==> config.mk <==
export PLATFORM = sky130hd
export DESIGN_NAME = n64_loader
export DESIGN_NICKNAME = d
export VERILOG_FILES = /design/src/verilog/n64_loader_pkg.sv /design/src/verilog/n64_loader.sv /design/src/verilog/cart_loader.sv /design/src/verilog/pifrom_loader.sv /design/src/verilog/download_dispatch.sv
export SDC_FILE = /design/constraint.sdc
export NUM_CORES = 1
export LEC_CHECK = 0
export BUFFER_PORTS_ARGS = -buffer_cell sky130_fd_sc_hd__buf_2
export CAP_MARGIN = 30
export CORE_MARGIN = 2
export CORE_UTILIZATION = 45
export DETAILED_ROUTE_END_ITERATION = 8
export GPL_ROUTABILITY_DRIVEN = 0
export PLACE_DENSITY = 0.79
export SLEW_MARGIN = 40
export SYNTH_ARGS = -nofsm -noshare
export SYNTH_HDL_FRONTEND = slang
export SYNTH_SLANG_ARGS = --single-unit
==> constraint.sdc <==
create_clock -name clk_1x -period 3.8 [get_ports clk_1x]
set_input_delay 0.76 -clock clk_1x [delete_from_list [all_inputs] [get_ports clk_1x]]
set_output_delay 0.76 -clock clk_1x [all_outputs]
set_load 0.03 [all_outputs]
==> src/verilog/n64_loader_pkg.sv <==
package n64_loader_pkg;

	// ====================
	// Widths
	// ====================

	// Byte address of one download half-word
	typedef logic [26:0] ioctl_addr_t;
	typedef logic [15:0] ioctl_data_t;
	// Only the low six bits select a file
	typedef logic [7:0]  file_index_t;
	typedef logic [31:0] ram_word_t;
	// Word address into the 512-word boot ROM
	typedef logic [8:0]  pif_addr_t;

	// ====================
	// File indices
	// ====================

	localparam logic [5:0] PIF_INDEX  = 6'd0;
	localparam logic [5:0] CART_INDEX = 6'd1;

	// Cartridge image sits at 8 MB in SDRAM
	localparam int CART_START_DEFAULT = 8388608;

	// ====================
	// Bus structs
	// ====================

	// Host download bus, 53 bits
	typedef struct packed {
		logic        download;
		file_index_t index;
		ioctl_addr_t addr;
		ioctl_data_t dout;
		logic        wr;
	} ioctl_t;

	// Boot ROM write port, 42 bits
	typedef struct packed {
		pif_addr_t address;
		ram_word_t data;
		logic      wren;
	} pifrom_wr_t;

	// SDRAM write channel, 60 bits
	typedef struct packed {
		ioctl_addr_t addr;
		ram_word_t   data;
		logic        req;
	} cart_wr_t;

endpackage
==> src/verilog/n64_loader.sv <==
`timescale 1ns/1ps

module n64_loader #(
	parameter int CART_START = n64_loader_pkg::CART_START_DEFAULT
) (
	input  logic                       clk_1x,
	input  logic                       reset,
	input  logic                       user_button,
	input  logic                       osd_reset,
	// Host download bus
	input  n64_loader_pkg::ioctl_t     ioctl,
	// SDRAM answer to a cartridge write
	input  logic                       cart_ready,
	output n64_loader_pkg::pifrom_wr_t pifrom,
	output n64_loader_pkg::cart_wr_t   cart,
	// Back-pressure to the host
	output logic                       ioctl_wait,
	output logic                       cart_loaded,
	output logic                       core_reset
);

	logic pif_active;
	logic cart_active;

	// ====================
	// File dispatch
	// ====================

	download_dispatch u_dispatch (
		.clk_1x      (clk_1x),
		.reset       (reset),
		.user_button (user_button),
		.osd_reset   (osd_reset),
		.ioctl       (ioctl),
		.pif_active  (pif_active),
		.cart_active (cart_active),
		.cart_loaded (cart_loaded),
		.core_reset  (core_reset)
	);

	// ====================
	// Boot ROM path
	// ====================

	pifrom_loader u_pifrom (
		.clk_1x     (clk_1x),
		.reset      (reset),
		.pif_active (pif_active),
		.ioctl      (ioctl),
		.pifrom     (pifrom)
	);

	// ====================
	// Cartridge path
	// ====================

	// Cartridge image base in SDRAM
	cart_loader #(
		.CART_START (CART_START)
	) u_cart (
		.clk_1x      (clk_1x),
		.reset       (reset),
		.cart_active (cart_active),
		.ioctl       (ioctl),
		.cart_ready  (cart_ready),
		.cart        (cart),
		.ioctl_wait  (ioctl_wait)
	);

endmodule

==> src/verilog/cart_loader.sv <==
`timescale 1ns/1ps

module cart_loader #(
	parameter int CART_START = n64_loader_pkg::CART_START_DEFAULT
) (
	input  logic                     clk_1x,
	input  logic                     reset,
	input  logic                     cart_active,
	input  n64_loader_pkg::ioctl_t   ioctl,
	input  logic                     cart_ready,
	output n64_loader_pkg::cart_wr_t cart,
	output logic                     ioctl_wait
);

	// SDRAM base of the cartridge image, truncated to the bus width
	localparam n64_loader_pkg::ioctl_addr_t CART_BASE =
		n64_loader_pkg::ioctl_addr_t'(CART_START);

	logic first_half;
	logic second_half;

	n64_loader_pkg::ioctl_addr_t wr_addr;
	n64_loader_pkg::ram_word_t   wr_data;
	logic                        req;
	logic                        wait_q;

	assign first_half  = cart_active && ioctl.wr && !ioctl.addr[1];
	assign second_half = cart_active && ioctl.wr && ioctl.addr[1];

	// ====================
	// Word assembly
	// ====================

	// Cartridge words keep host byte order with the second half on top
	always_ff @(posedge clk_1x) begin
		if (first_half) begin
			wr_data[15:0] <= ioctl.dout;
			wr_addr       <= ioctl.addr + CART_BASE;
		end

		if (second_half) begin
			wr_data[31:16] <= ioctl.dout;
		end
	end

	// ====================
	// Request and wait
	// ====================

	// One request per completed word
	always_ff @(posedge clk_1x) begin
		if (reset) begin
			req <= 1'b0;
		end else begin
			req <= second_half;
		end
	end

	// Host stalls from the request until the SDRAM takes the word.
	// Address and data stay put meanwhile, since no strobe can come in.
	always_ff @(posedge clk_1x) begin
		if (reset) begin
			wait_q <= 1'b0;
		end else if (!cart_active) begin
			// Download ended or another file is loading
			wait_q <= 1'b0;
		end else begin
			if (second_half) begin
				wait_q <= 1'b1;
			end
			// Ready wins because the word has been written
			if (cart_ready) begin
				wait_q <= 1'b0;
			end
		end
	end

	assign cart.addr  = wr_addr;
	assign cart.data  = wr_data;
	assign cart.req   = req;
	assign ioctl_wait = wait_q;

endmodule

==> src/verilog/pifrom_loader.sv <==
`timescale 1ns/1ps

module pifrom_loader (
	input  logic                       clk_1x,
	input  logic                       reset,
	input  logic                       pif_active,
	input  n64_loader_pkg::ioctl_t     ioctl,
	output n64_loader_pkg::pifrom_wr_t pifrom
);

	// Boot ROM is big endian while the host sends little endian half-words
	function automatic logic [15:0] swap_half(input n64_loader_pkg::ioctl_data_t half);
		return {half[7:0], half[15:8]};
	endfunction

	logic first_half;
	logic second_half;

	n64_loader_pkg::pif_addr_t word_addr;
	n64_loader_pkg::ram_word_t word_data;
	logic                      wren;

	// Address bit 1 tells which half of the 32-bit word arrives
	assign first_half  = pif_active && ioctl.wr && !ioctl.addr[1];
	assign second_half = pif_active && ioctl.wr && ioctl.addr[1];

	// ====================
	// Word assembly
	// ====================

	always_ff @(posedge clk_1x) begin
		if (first_half) begin
			word_data[31:16] <= swap_half(ioctl.dout);
			// Byte address down to a word index inside the 2 kB ROM
			word_addr        <= ioctl.addr[10:2];
		end

		if (second_half) begin
			word_data[15:0] <= swap_half(ioctl.dout);
		end
	end

	// ====================
	// Write pulse
	// ====================

	// Single cycle pulse that lands together with the completed word
	always_ff @(posedge clk_1x) begin
		if (reset) begin
			wren <= 1'b0;
		end else begin
			wren <= second_half;
		end
	end

	assign pifrom.address = word_addr;
	assign pifrom.data    = word_data;
	assign pifrom.wren    = wren;

endmodule

==> src/verilog/download_dispatch.sv <==
`timescale 1ns/1ps

module download_dispatch (
	input  logic                   clk_1x,
	input  logic                   reset,
	input  logic                   user_button,
	input  logic                   osd_reset,
	input  n64_loader_pkg::ioctl_t ioctl,
	output logic                   pif_active,
	output logic                   cart_active,
	output logic                   cart_loaded,
	output logic                   core_reset
);

	logic [5:0] file_sel;
	logic       pif_match;
	logic       cart_match;

	// Upper index bits carry host options and are ignored here
	assign file_sel = ioctl.index[5:0];

	assign pif_match  = ioctl.download && (file_sel == n64_loader_pkg::PIF_INDEX);
	assign cart_match = ioctl.download && (file_sel == n64_loader_pkg::CART_INDEX);

	// ====================
	// Active file select
	// ====================

	// One cycle behind download, so both drop together with it
	always_ff @(posedge clk_1x) begin
		if (reset) begin
			pif_active  <= 1'b0;
			cart_active <= 1'b0;
		end else begin
			pif_active  <= pif_match;
			cart_active <= cart_match;
		end
	end

	// ====================
	// Status and reset
	// ====================

	// Sticky once any cartridge data starts arriving
	always_ff @(posedge clk_1x) begin
		if (reset) begin
			cart_loaded <= 1'b0;
		end else if (cart_active) begin
			cart_loaded <= 1'b1;
		end
	end

	// Core stays in reset while the cartridge image is being replaced
	assign core_reset = reset
		| user_button
		| osd_reset
		| cart_active;

endmodule

Word level (Yosys, flattened, before mapping)
Index checks and enable logic that the tools add are counted.
{"block": "op_classes", "n_addsub": 1, "eq_ne": 1, "bitwise": 4, "reduce_logical": 11}
{"operator": "$add A27 B24 Y27 const B", "n": 1}
{"operator": "$logic_and A1 B1 Y1", "n": 8}
{"operator": "$eq A6 B1 Y1 const B", "n": 1}
{"operator": "$logic_not A6 Y1", "n": 1}
{"operator": "$or A1 B1 Y1", "n": 3}
{"operator": "$reduce_or A3 Y1", "n": 1}
{"operator": "$logic_not A1 Y1", "n": 1}
{"operator": "$not A1 Y1", "n": 1}
{"block": "totals", "reg_bits": 106, "input_bits": 58, "out_inout_bits": 105, "wordCells": 29}

Depth between registers and ports, before layout
Gate-level depths: netlist of the first run.
{"block": "logic_depth", "depth_word": 3, "mapped_depth": 2, "ltp_nobuf": 2}

Hierarchy
A second synthesis of the first run with hierarchy kept.
{"block": "hier_totals", "cells_unflattened": 130, "area_unflattened_um2": 3305.7}
{"mod": "cart_loader", "n_inst": 1, "cells_per_inst": 73, "area_each_um2": 1910.6, "seq_area_each_um2": 1811.7}
{"mod": "pifrom_loader", "n_inst": 1, "cells_per_inst": 46, "area_each_um2": 1286.2, "seq_area_each_um2": 1251.2}
{"mod": "download_dispatch", "n_inst": 1, "cells_per_inst": 11, "area_each_um2": 108.9, "seq_area_each_um2": 60.1}

Least setup slack after synthesis of the first run
OpenSTA, ideal clock, no wires.
{"block": "synth_timing", "path_type": "input port to flip-flop", "startpoint": "in ioctl[0] (netlist bit)", "endpoint": "reg u_cart.wr_addr[0] (enable)", "setup_time_ps": 444, "arrival_time_ps": 2624, "t_required_ps": 3356, "setup_slack_ps": 732, "cell_stages": 2, "path_buffers": 0, "cell_sequence": "nand2_1 > nor2_1"}
{"block": "synth_via", "elab_chain_len": 2}
{"item": "from (decl)", "line": "n64_loader.sv:11", "text": "input n64_loader_pkg::ioctl_t ioctl,"}
{"item": "$logic_and A1 B1 Y1 (2 in series)", "line": "cart_loader.sv:27", "text": "assign first_half = cart_active && ioctl.wr && !ioctl.addr[1];"}
{"item": "net u_cart.first_half", "line": "cart_loader.sv:19", "text": "logic first_half;"}
{"item": "to (signal assigned)", "line": "cart_loader.sv:38", "text": "wr_addr <= ioctl.addr + CART_BASE;"}
{"item": "to (decl)", "line": "cart_loader.sv:22", "text": "n64_loader_pkg::ioctl_addr_t wr_addr;"}
The timed path passes the listed nets, and every way through them passes these cells.
A chain may end at the register's enable or synchronous reset.

Worst setup path in the final report of the first run
{"block": "layout_timing", "startpoint": "in reset", "endpoint": "out core_reset"}
{"block": "layout_via", "elab_chain_len": 3}
{"item": "from (decl)", "line": "n64_loader.sv:7", "text": "input logic reset,"}
{"item": "$or A1 B1 Y1", "line": "download_dispatch.sv:55", "text": "| user_button"}
{"item": "$or A1 B1 Y1", "line": "download_dispatch.sv:56", "text": "| osd_reset"}
{"item": "$or A1 B1 Y1", "line": "download_dispatch.sv:57", "text": "| cart_active;"}
{"item": "to (decl)", "line": "n64_loader.sv:19", "text": "output logic core_reset"}
No other way between the ends.

==> impl_metrics.json, run 1 <==
{
  "status": "complete, no violations",
  "wirelength_mm": 6.69,
  "regArea_um2": 3120,
  "grt-busiest-layer": "met2",
  "drt_first_pass_iters": 4,
  "rsz0062_at_grt": "false",
  "final_max_slew_viol_count": 0,
  "crit_family": "simple AND/OR/NAND/NOR gates",
  "finalNonFillerCells": 406,
  "die-width_um": 89.5,
  "grt_pass1_wl_mm": 9.19,
  "grt_remaining_overflow": 0,
  "start_util_pct": 45.8,
  "grt_max_degree": 24,
  "hold_viol_final": 0,
  "port-buffer-count": 160,
  "fmax_mhz": 426,
  "placed_area_um2": 4220,
  "hold_depth": 2,
  "synthMuxAreaShare_pct": 0,
  "end_kind": "output port",
  "cts_tree": "built",
  "grt.total_usage_pct": 16.1,
  "cp_data_required_time_ps": 3040,
  "wl_per_cell_um": 16.5,
  "final_area_um2": 4420,
  "drtAntennaViolNets": 0,
  "clkTransAtPathRegs_ps": 90,
  "r2r_slack_ps": 1940,
  "cts-root-buf": "clkbuf_8",
  "netlist_area_um2": 3290,
  "ys_types": 18,
  "synth_compound_area_share_pct": 0.152,
  "post_cts.repair.setup_buffers": 0,
  "antenna_found_initial": 0,
  "ys_seq_area_share_pct": 95.0,
  "multi_input_area_um2": 155,
  "grtUsageMet1_pct": 18.7,
  "crit_type": "in2out",
  "dpl.hpwl_mm": 4.78,
  "vias": 1897,
  "r2r_cells": 3,
  "crit_path_frequent_cell": "buf_2",
  "synth_top_family_by_area": "simple AND/OR/NAND/NOR gates",
  "avgSynthCellArea_um2": 25.1,
  "clk_path_buf_depth": 2,
  "synth_fa_ha_area_share_pct": 0.381,
  "cp_cell_sequence": "buf_2, or4_1, buf_2",
  "ctsHoldBuffers": 0,
  "hold_class": "reg2reg",
  "start_kind": "primary input",
  "fin_crit_ps": 2340,
  "max_cap_violations": 0,
  "critPathMaxStageDelay_ps": 500,
  "fin_util_pct": 61.6,
  "finalCritPeriodShare_pct": 61.7,
  "min_from": "u_dispatch.cart_loaded",
  "r2r_end": "u_cart.wr_addr[12]",
  "synth-xor-area-share_pct": 0.533,
  "arrival_ps": 1580,
  "htree_levels": 3,
  "cp_num_buf_inv": 2,
  "fillCellCount": 535,
  "cts_sinks": 106,
  "drive_gt1_share_pct": 59.3,
  "use_met2_pct": 27.8,
  "p_leak_nw": 1.76,
  "synth_cells": 131,
  "antenna_cells": 0,
  "viasPerCell": 4.67,
  "cts_buffers": 9,
  "hold_end": "u_dispatch.cart_loaded",
  "die_area_um2": 8000,
  "rr_startpoint": "u_dispatch.cart_active",
  "ctsResizeCount": 0,
  "drt_iter0_drc": 75,
  "clock_latency_ps": 360,
  "finClkSkew_ps": 7.97,
  "die_y_um": 89.5,
  "setup_viol": 0,
  "io_pins": 163,
  "irDropWorstVdd_mv": 0.242,
  "crit_path_start": "reset",
  "critPathSlowestCell": "or4_1",
  "synth_seq_cells": 106,
  "fin_nets": 361,
  "grt_pass1_vias": 1843,
  "placed_cells": 390,
  "core_um2": 7180,
  "p_per_area_nw_per_um2": 455,
  "path_max_fanout": 7,
  "post-route-drc-count": 0,
  "placement_rows": 31,
  "syn-num-nets": 190,
  "tns_ps": 0,
  "synth-simple-area-share_pct": 3.31,
  "use_met3_pct": 4.71,
  "area_growth_pct": 34.5,
  "slew_headroom_pct": 51.6,
  "ys_warn_count": 0,
  "worst_pin_slew_ps": 725
}
[cells in the final DEF, fill, tap and decap left out, drive strengths merged, types with 2 or more instances in the layout]
master / count
clkbuf: 9
nor2: 6
edfxtp: 100
and4b: 2
and3: 3
buf: 162
nor4b: 2
nand2: 2
inv: 4
clkinv: 2
dfxtp: 6
[cells by family after synthesis]
family | Yosys count
DFF | 106
and+or+nand+nor | 18
buffers and inverters | 3
xor gates and xnor gates | 2
AOI/OAI and AO/OA | 1
adders and majority gates | 1
[area by class of cell]
cell class                 count  share of cell area [%]
tap                           99                    2.80
timing repair buffer         162                    18.5
clock inverter                 7                    1.70
sequential                   106                    70.6
inverter                       1                  0.0849
clock buffer                   9                    2.80
multi-input combinational     22                    3.51
[layer usage]
metal  part of all wire, %  vias up
met1                    39      911
met4                   1.6        0
met2                    51      117
met3                   8.5       10
met5                     0        -
li1                      -      859
[how the worst max path moves through the flow]
stage	endpoint	slack, ps	depth (start not counted)
after global routing	core_reset	1420	3
after CTS	core_reset	1450	3
after global placement	core_reset	1470	3
after floorplan	u_cart.wr_addr[0]	730	2
after detailed placement	u_cart.wr_data[7]	1460	4
final	core_reset	1460	3
[Yosys cell counts]
cell	n	area, um^2
a21oi_1	1	5.00
and2b_1	1	7.51
and3_1	2	12.5
and3_2	1	7.51
and4b_1	1	10.0
and4b_2	1	11.3
buf_4	2	15.0
dfxtp_1	6	120
edfxtp_1	100	3000
ha_1	1	12.5
inv_1	1	3.75
nand2_1	2	7.51
nand3_1	1	5.00
nor2_1	6	22.5
nor4b_1	2	17.5
or4_1	1	7.51
xnor2_1	1	8.76
xor2_1	1	8.76
[worst reg2reg max path, stage by stage, from the launching register on]
cell and delay [ps]:
dfxtp_1 420, nand2_1 120, nor2_4 570, buf_4 420
[power breakdown]
part	switching [mW]	internal, mW
sequential	0.000242	1.28
combinational	0.0252	0.0238
clock	0.374	0.311
[metrics by stage]
stage	worst slack, ps	power, mW	hold slack, ps
final	1460	2.01	496
after global routing	1420	2.07	537
after CTS	1450	2.03	498
after detailed placement	1460	1.35	469
after global placement	1470	1.35	468
after floorplan	732	1.31	477
[flip-flops by register name (all words and copies together), names as in the netlist]
register,flops
u_cart.wr_data,32
u_pifrom.word_data,32
u_cart.wr_addr,27
u_pifrom.word_addr,9
u_cart.ioctl_wait,1
u_cart.req,1
u_dispatch.cart_active,1
u_dispatch.cart_loaded,1
u_dispatch.pif_active,1
u_pifrom.wren,1
(Power assumes the default switching activity.)
==> run 2, diff against run 1 <==
--- a/config.mk
+++ b/config.mk
@@ -8,10 +8,10 @@
 export BUFFER_PORTS_ARGS = -buffer_cell sky130_fd_sc_hd__buf_2
 export CAP_MARGIN = 30
 export CORE_MARGIN = 2
-export CORE_UTILIZATION = 45
+export CORE_UTILIZATION = 40
 export DETAILED_ROUTE_END_ITERATION = 8
 export GPL_ROUTABILITY_DRIVEN = 0
-export PLACE_DENSITY = 0.79
+export PLACE_DENSITY = 0.74
 export SLEW_MARGIN = 40
 export SYNTH_ARGS = -nofsm -noshare
 export SYNTH_HDL_FRONTEND = slang
==> constraint.sdc (replaced) <==
create_clock -name clk_1x -period 2.03 [get_ports clk_1x]
set_input_delay 0.406 -clock clk_1x [delete_from_list [all_inputs] [get_ports clk_1x]]
set_output_delay 0.406 -clock clk_1x [all_outputs]
set_load 0.03 [all_outputs]
==> run 2 against run 1 <==
  * Utilization decreased by 6.5 points
  * Combinational power rose by 84%
  * Power grew 83%
  * Via count increased by 1.1%
  * Final area increased by 0.85%
  * Non-clock buffer count rose by 4
  * Worst hold slack worse by 270 ps
  * Largest power group unchanged
  * Highest routed layer unchanged
==> impl_metrics.json, run 2 (synthesis results as in run 1) <==
{
  "status": "complete, no violations",
  "clk_path_buf_depth": 2,
  "clock_latency_ps": 350,
  "arrival_ps": 1430,
  "grt_pass1_wl_mm": 9.38,
  "setup_viol": 0,
  "die-width_um": 94.6,
  "rsz0062_at_grt": "false",
  "finalPower_mw": 3.69,
  "tns_ps": 0,
  "rr_startpoint": "u_dispatch.cart_active",
  "hold_class": "in2reg",
  "endpoint": "core_reset",
  "worst_pin_slew_ps": 450,
  "area_growth_pct": 35.7,
  "port-buffer-count": 160,
  "path_max_fanout": 6,
  "irDropWorstVdd_mv": 0.463,
  "wl_per_cell_um": 16.2,
  "drt_first_pass_iters": 3,
  "final_max_slew_viol_count": 0,
  "start_util_pct": 40.6,
  "ctsResizeCount": 0,
  "io_pins": 163,
  "p_seq_share_pct": 64.8,
  "die_y_um": 94.6,
  "p_int_mw": 2.99,
  "grt_pass1_vias": 1831,
  "post_cts.repair.setup_buffers": 0,
  "grt_remaining_overflow": 0,
  "drtAntennaViolNets": 0,
  "crit_type": "reg2out",
  "r2r_cells": 1,
  "cp_data_required_time_ps": 1620,
  "drive_gt1_share_pct": 58.5,
  "r2r_end": "u_cart.wr_data[24]",
  "reg_top3": "u_cart.wr_data x32, u_pifrom.word_data x32, u_cart.wr_addr x27",
  "p_sw_mw": 0.694,
  "sw_frac_of_total_pct": 18.8,
  "post-route-drc-count": 0,
  "htree_levels": 3,
  "mostFrequentLayoutCell": "buf_2",
  "finClkSkew_ps": 7.85,
  "max_cap_violations": 0,
  "fmax_mhz": 546,
  "dpl.hpwl_mm": 4.92,
  "cts_tree": "built",
  "core_um2": 8090,
  "grt_max_degree": 34,
  "slew_headroom_pct": 70.0,
  "viasPerCell": 4.60,
  "placement_rows": 33,
  "die_area_um2": 8950,
  "wirelength_mm": 6.74,
  "fillCellCount": 668,
  "combPwrFrac_pct": 2.4,
  "clkPwrFrac_pct": 32.8,
  "fin_nets": 365,
  "ctsHoldBuffers": 0,
  "final_cell_mix": "buf_2 (160), edfxtp_1 (100), clkbuf_8 (9)",
  "clkTransAtPathRegs_ps": 90,
  "p_leak_nw": 1.78,
  "start_kind": "flip-flop",
  "grt.total_usage_pct": 14.6,
  "cts-root-buf": "clkbuf_8",
  "end_kind": "output port",
  "fin_crit_ps": 1830,
  "cts_sinks": 106,
  "r2r_slack_ps": 750,
  "drt_iter0_drc": 50,
  "fin_util_pct": 55.1,
  "vias": 1918,
  "finalCritPeriodShare_pct": 90.2,
  "antenna_found_initial": 1,
  "p_per_area_nw_per_um2": 827,
  "hold_viol_final": 0,
  "cts_buffers": 9,
  "crit_path_start": "u_dispatch.cart_active"
}
-- run 2: how the worst min path moves through the flow --
stage | startpoint | endpoint | cells after the start
floorplan | u_dispatch.cart_active | u_dispatch.cart_loaded | 2
CTS | cart_ready | u_cart.ioctl_wait | 2
global placement | u_dispatch.cart_loaded | u_dispatch.cart_loaded | 2
global route | ioctl[39] | u_cart.wr_addr[22] | 1
finish | cart_ready | u_cart.ioctl_wait | 2
detailed placement | u_dispatch.cart_loaded | u_dispatch.cart_loaded | 2
-- run 2: cell type report --
class | count | area (um^2) | area share, %
Antenna cell | 1 | 2.50 | 0.0561
Clock buffer | 10 | 128 | 2.86
Clock inverter | 6 | 57.6 | 1.29
Inverter | 1 | 3.75 | 0.0842
Multi-Input combinational cell | 22 | 154 | 3.45
Sequential cell | 106 | 3120 | 70.1
Tap cell | 105 | 131 | 2.95
Timing Repair Buffer | 166 | 858 | 19.3
-- run 2: power groups by stage --
stage | clock network [mW] | logic [mW] | registers [mW]
2_1_floorplan | 0 | 0.0108 | 2.44
3_3_place_gp | 0 | 0.0836 | 2.44
3_5_place_dp | 0 | 0.0910 | 2.44
4_1_cts | 1.24 | 0.0911 | 2.39
5_1_grt | 1.32 | 0.0997 | 2.39
6_report | 1.21 | 0.0901 | 2.39
-- run 2: critical path: stages, from the launching register on --
cell     delay (ps)
dfxtp_1         360
or4_1           530
buf_2           190
-- run 2: layer usage --
layer	vias to the layer above	part of all wire (%)	global-route usage [%]
li1	869	-	-
met1	928	37	15.3
met2	111	50	26.0
met3	10	12	6.30
met4	0	1.1	5.07
met5	-	0	0
-- run 2: metrics by stage --
step | instances | hold WS (ps) | instance area (um^2) | setup slack, ps
floorplan | 131 | 477 | 3290 | 38.1
global route | 416 | 202 | 4460 | 139
finish | 417 | 223 | 4460 | 198
CTS | 416 | 201 | 4460 | 161
global placement | 400 | 461 | 4270 | 380
detailed placement | 400 | 469 | 4270 | 376
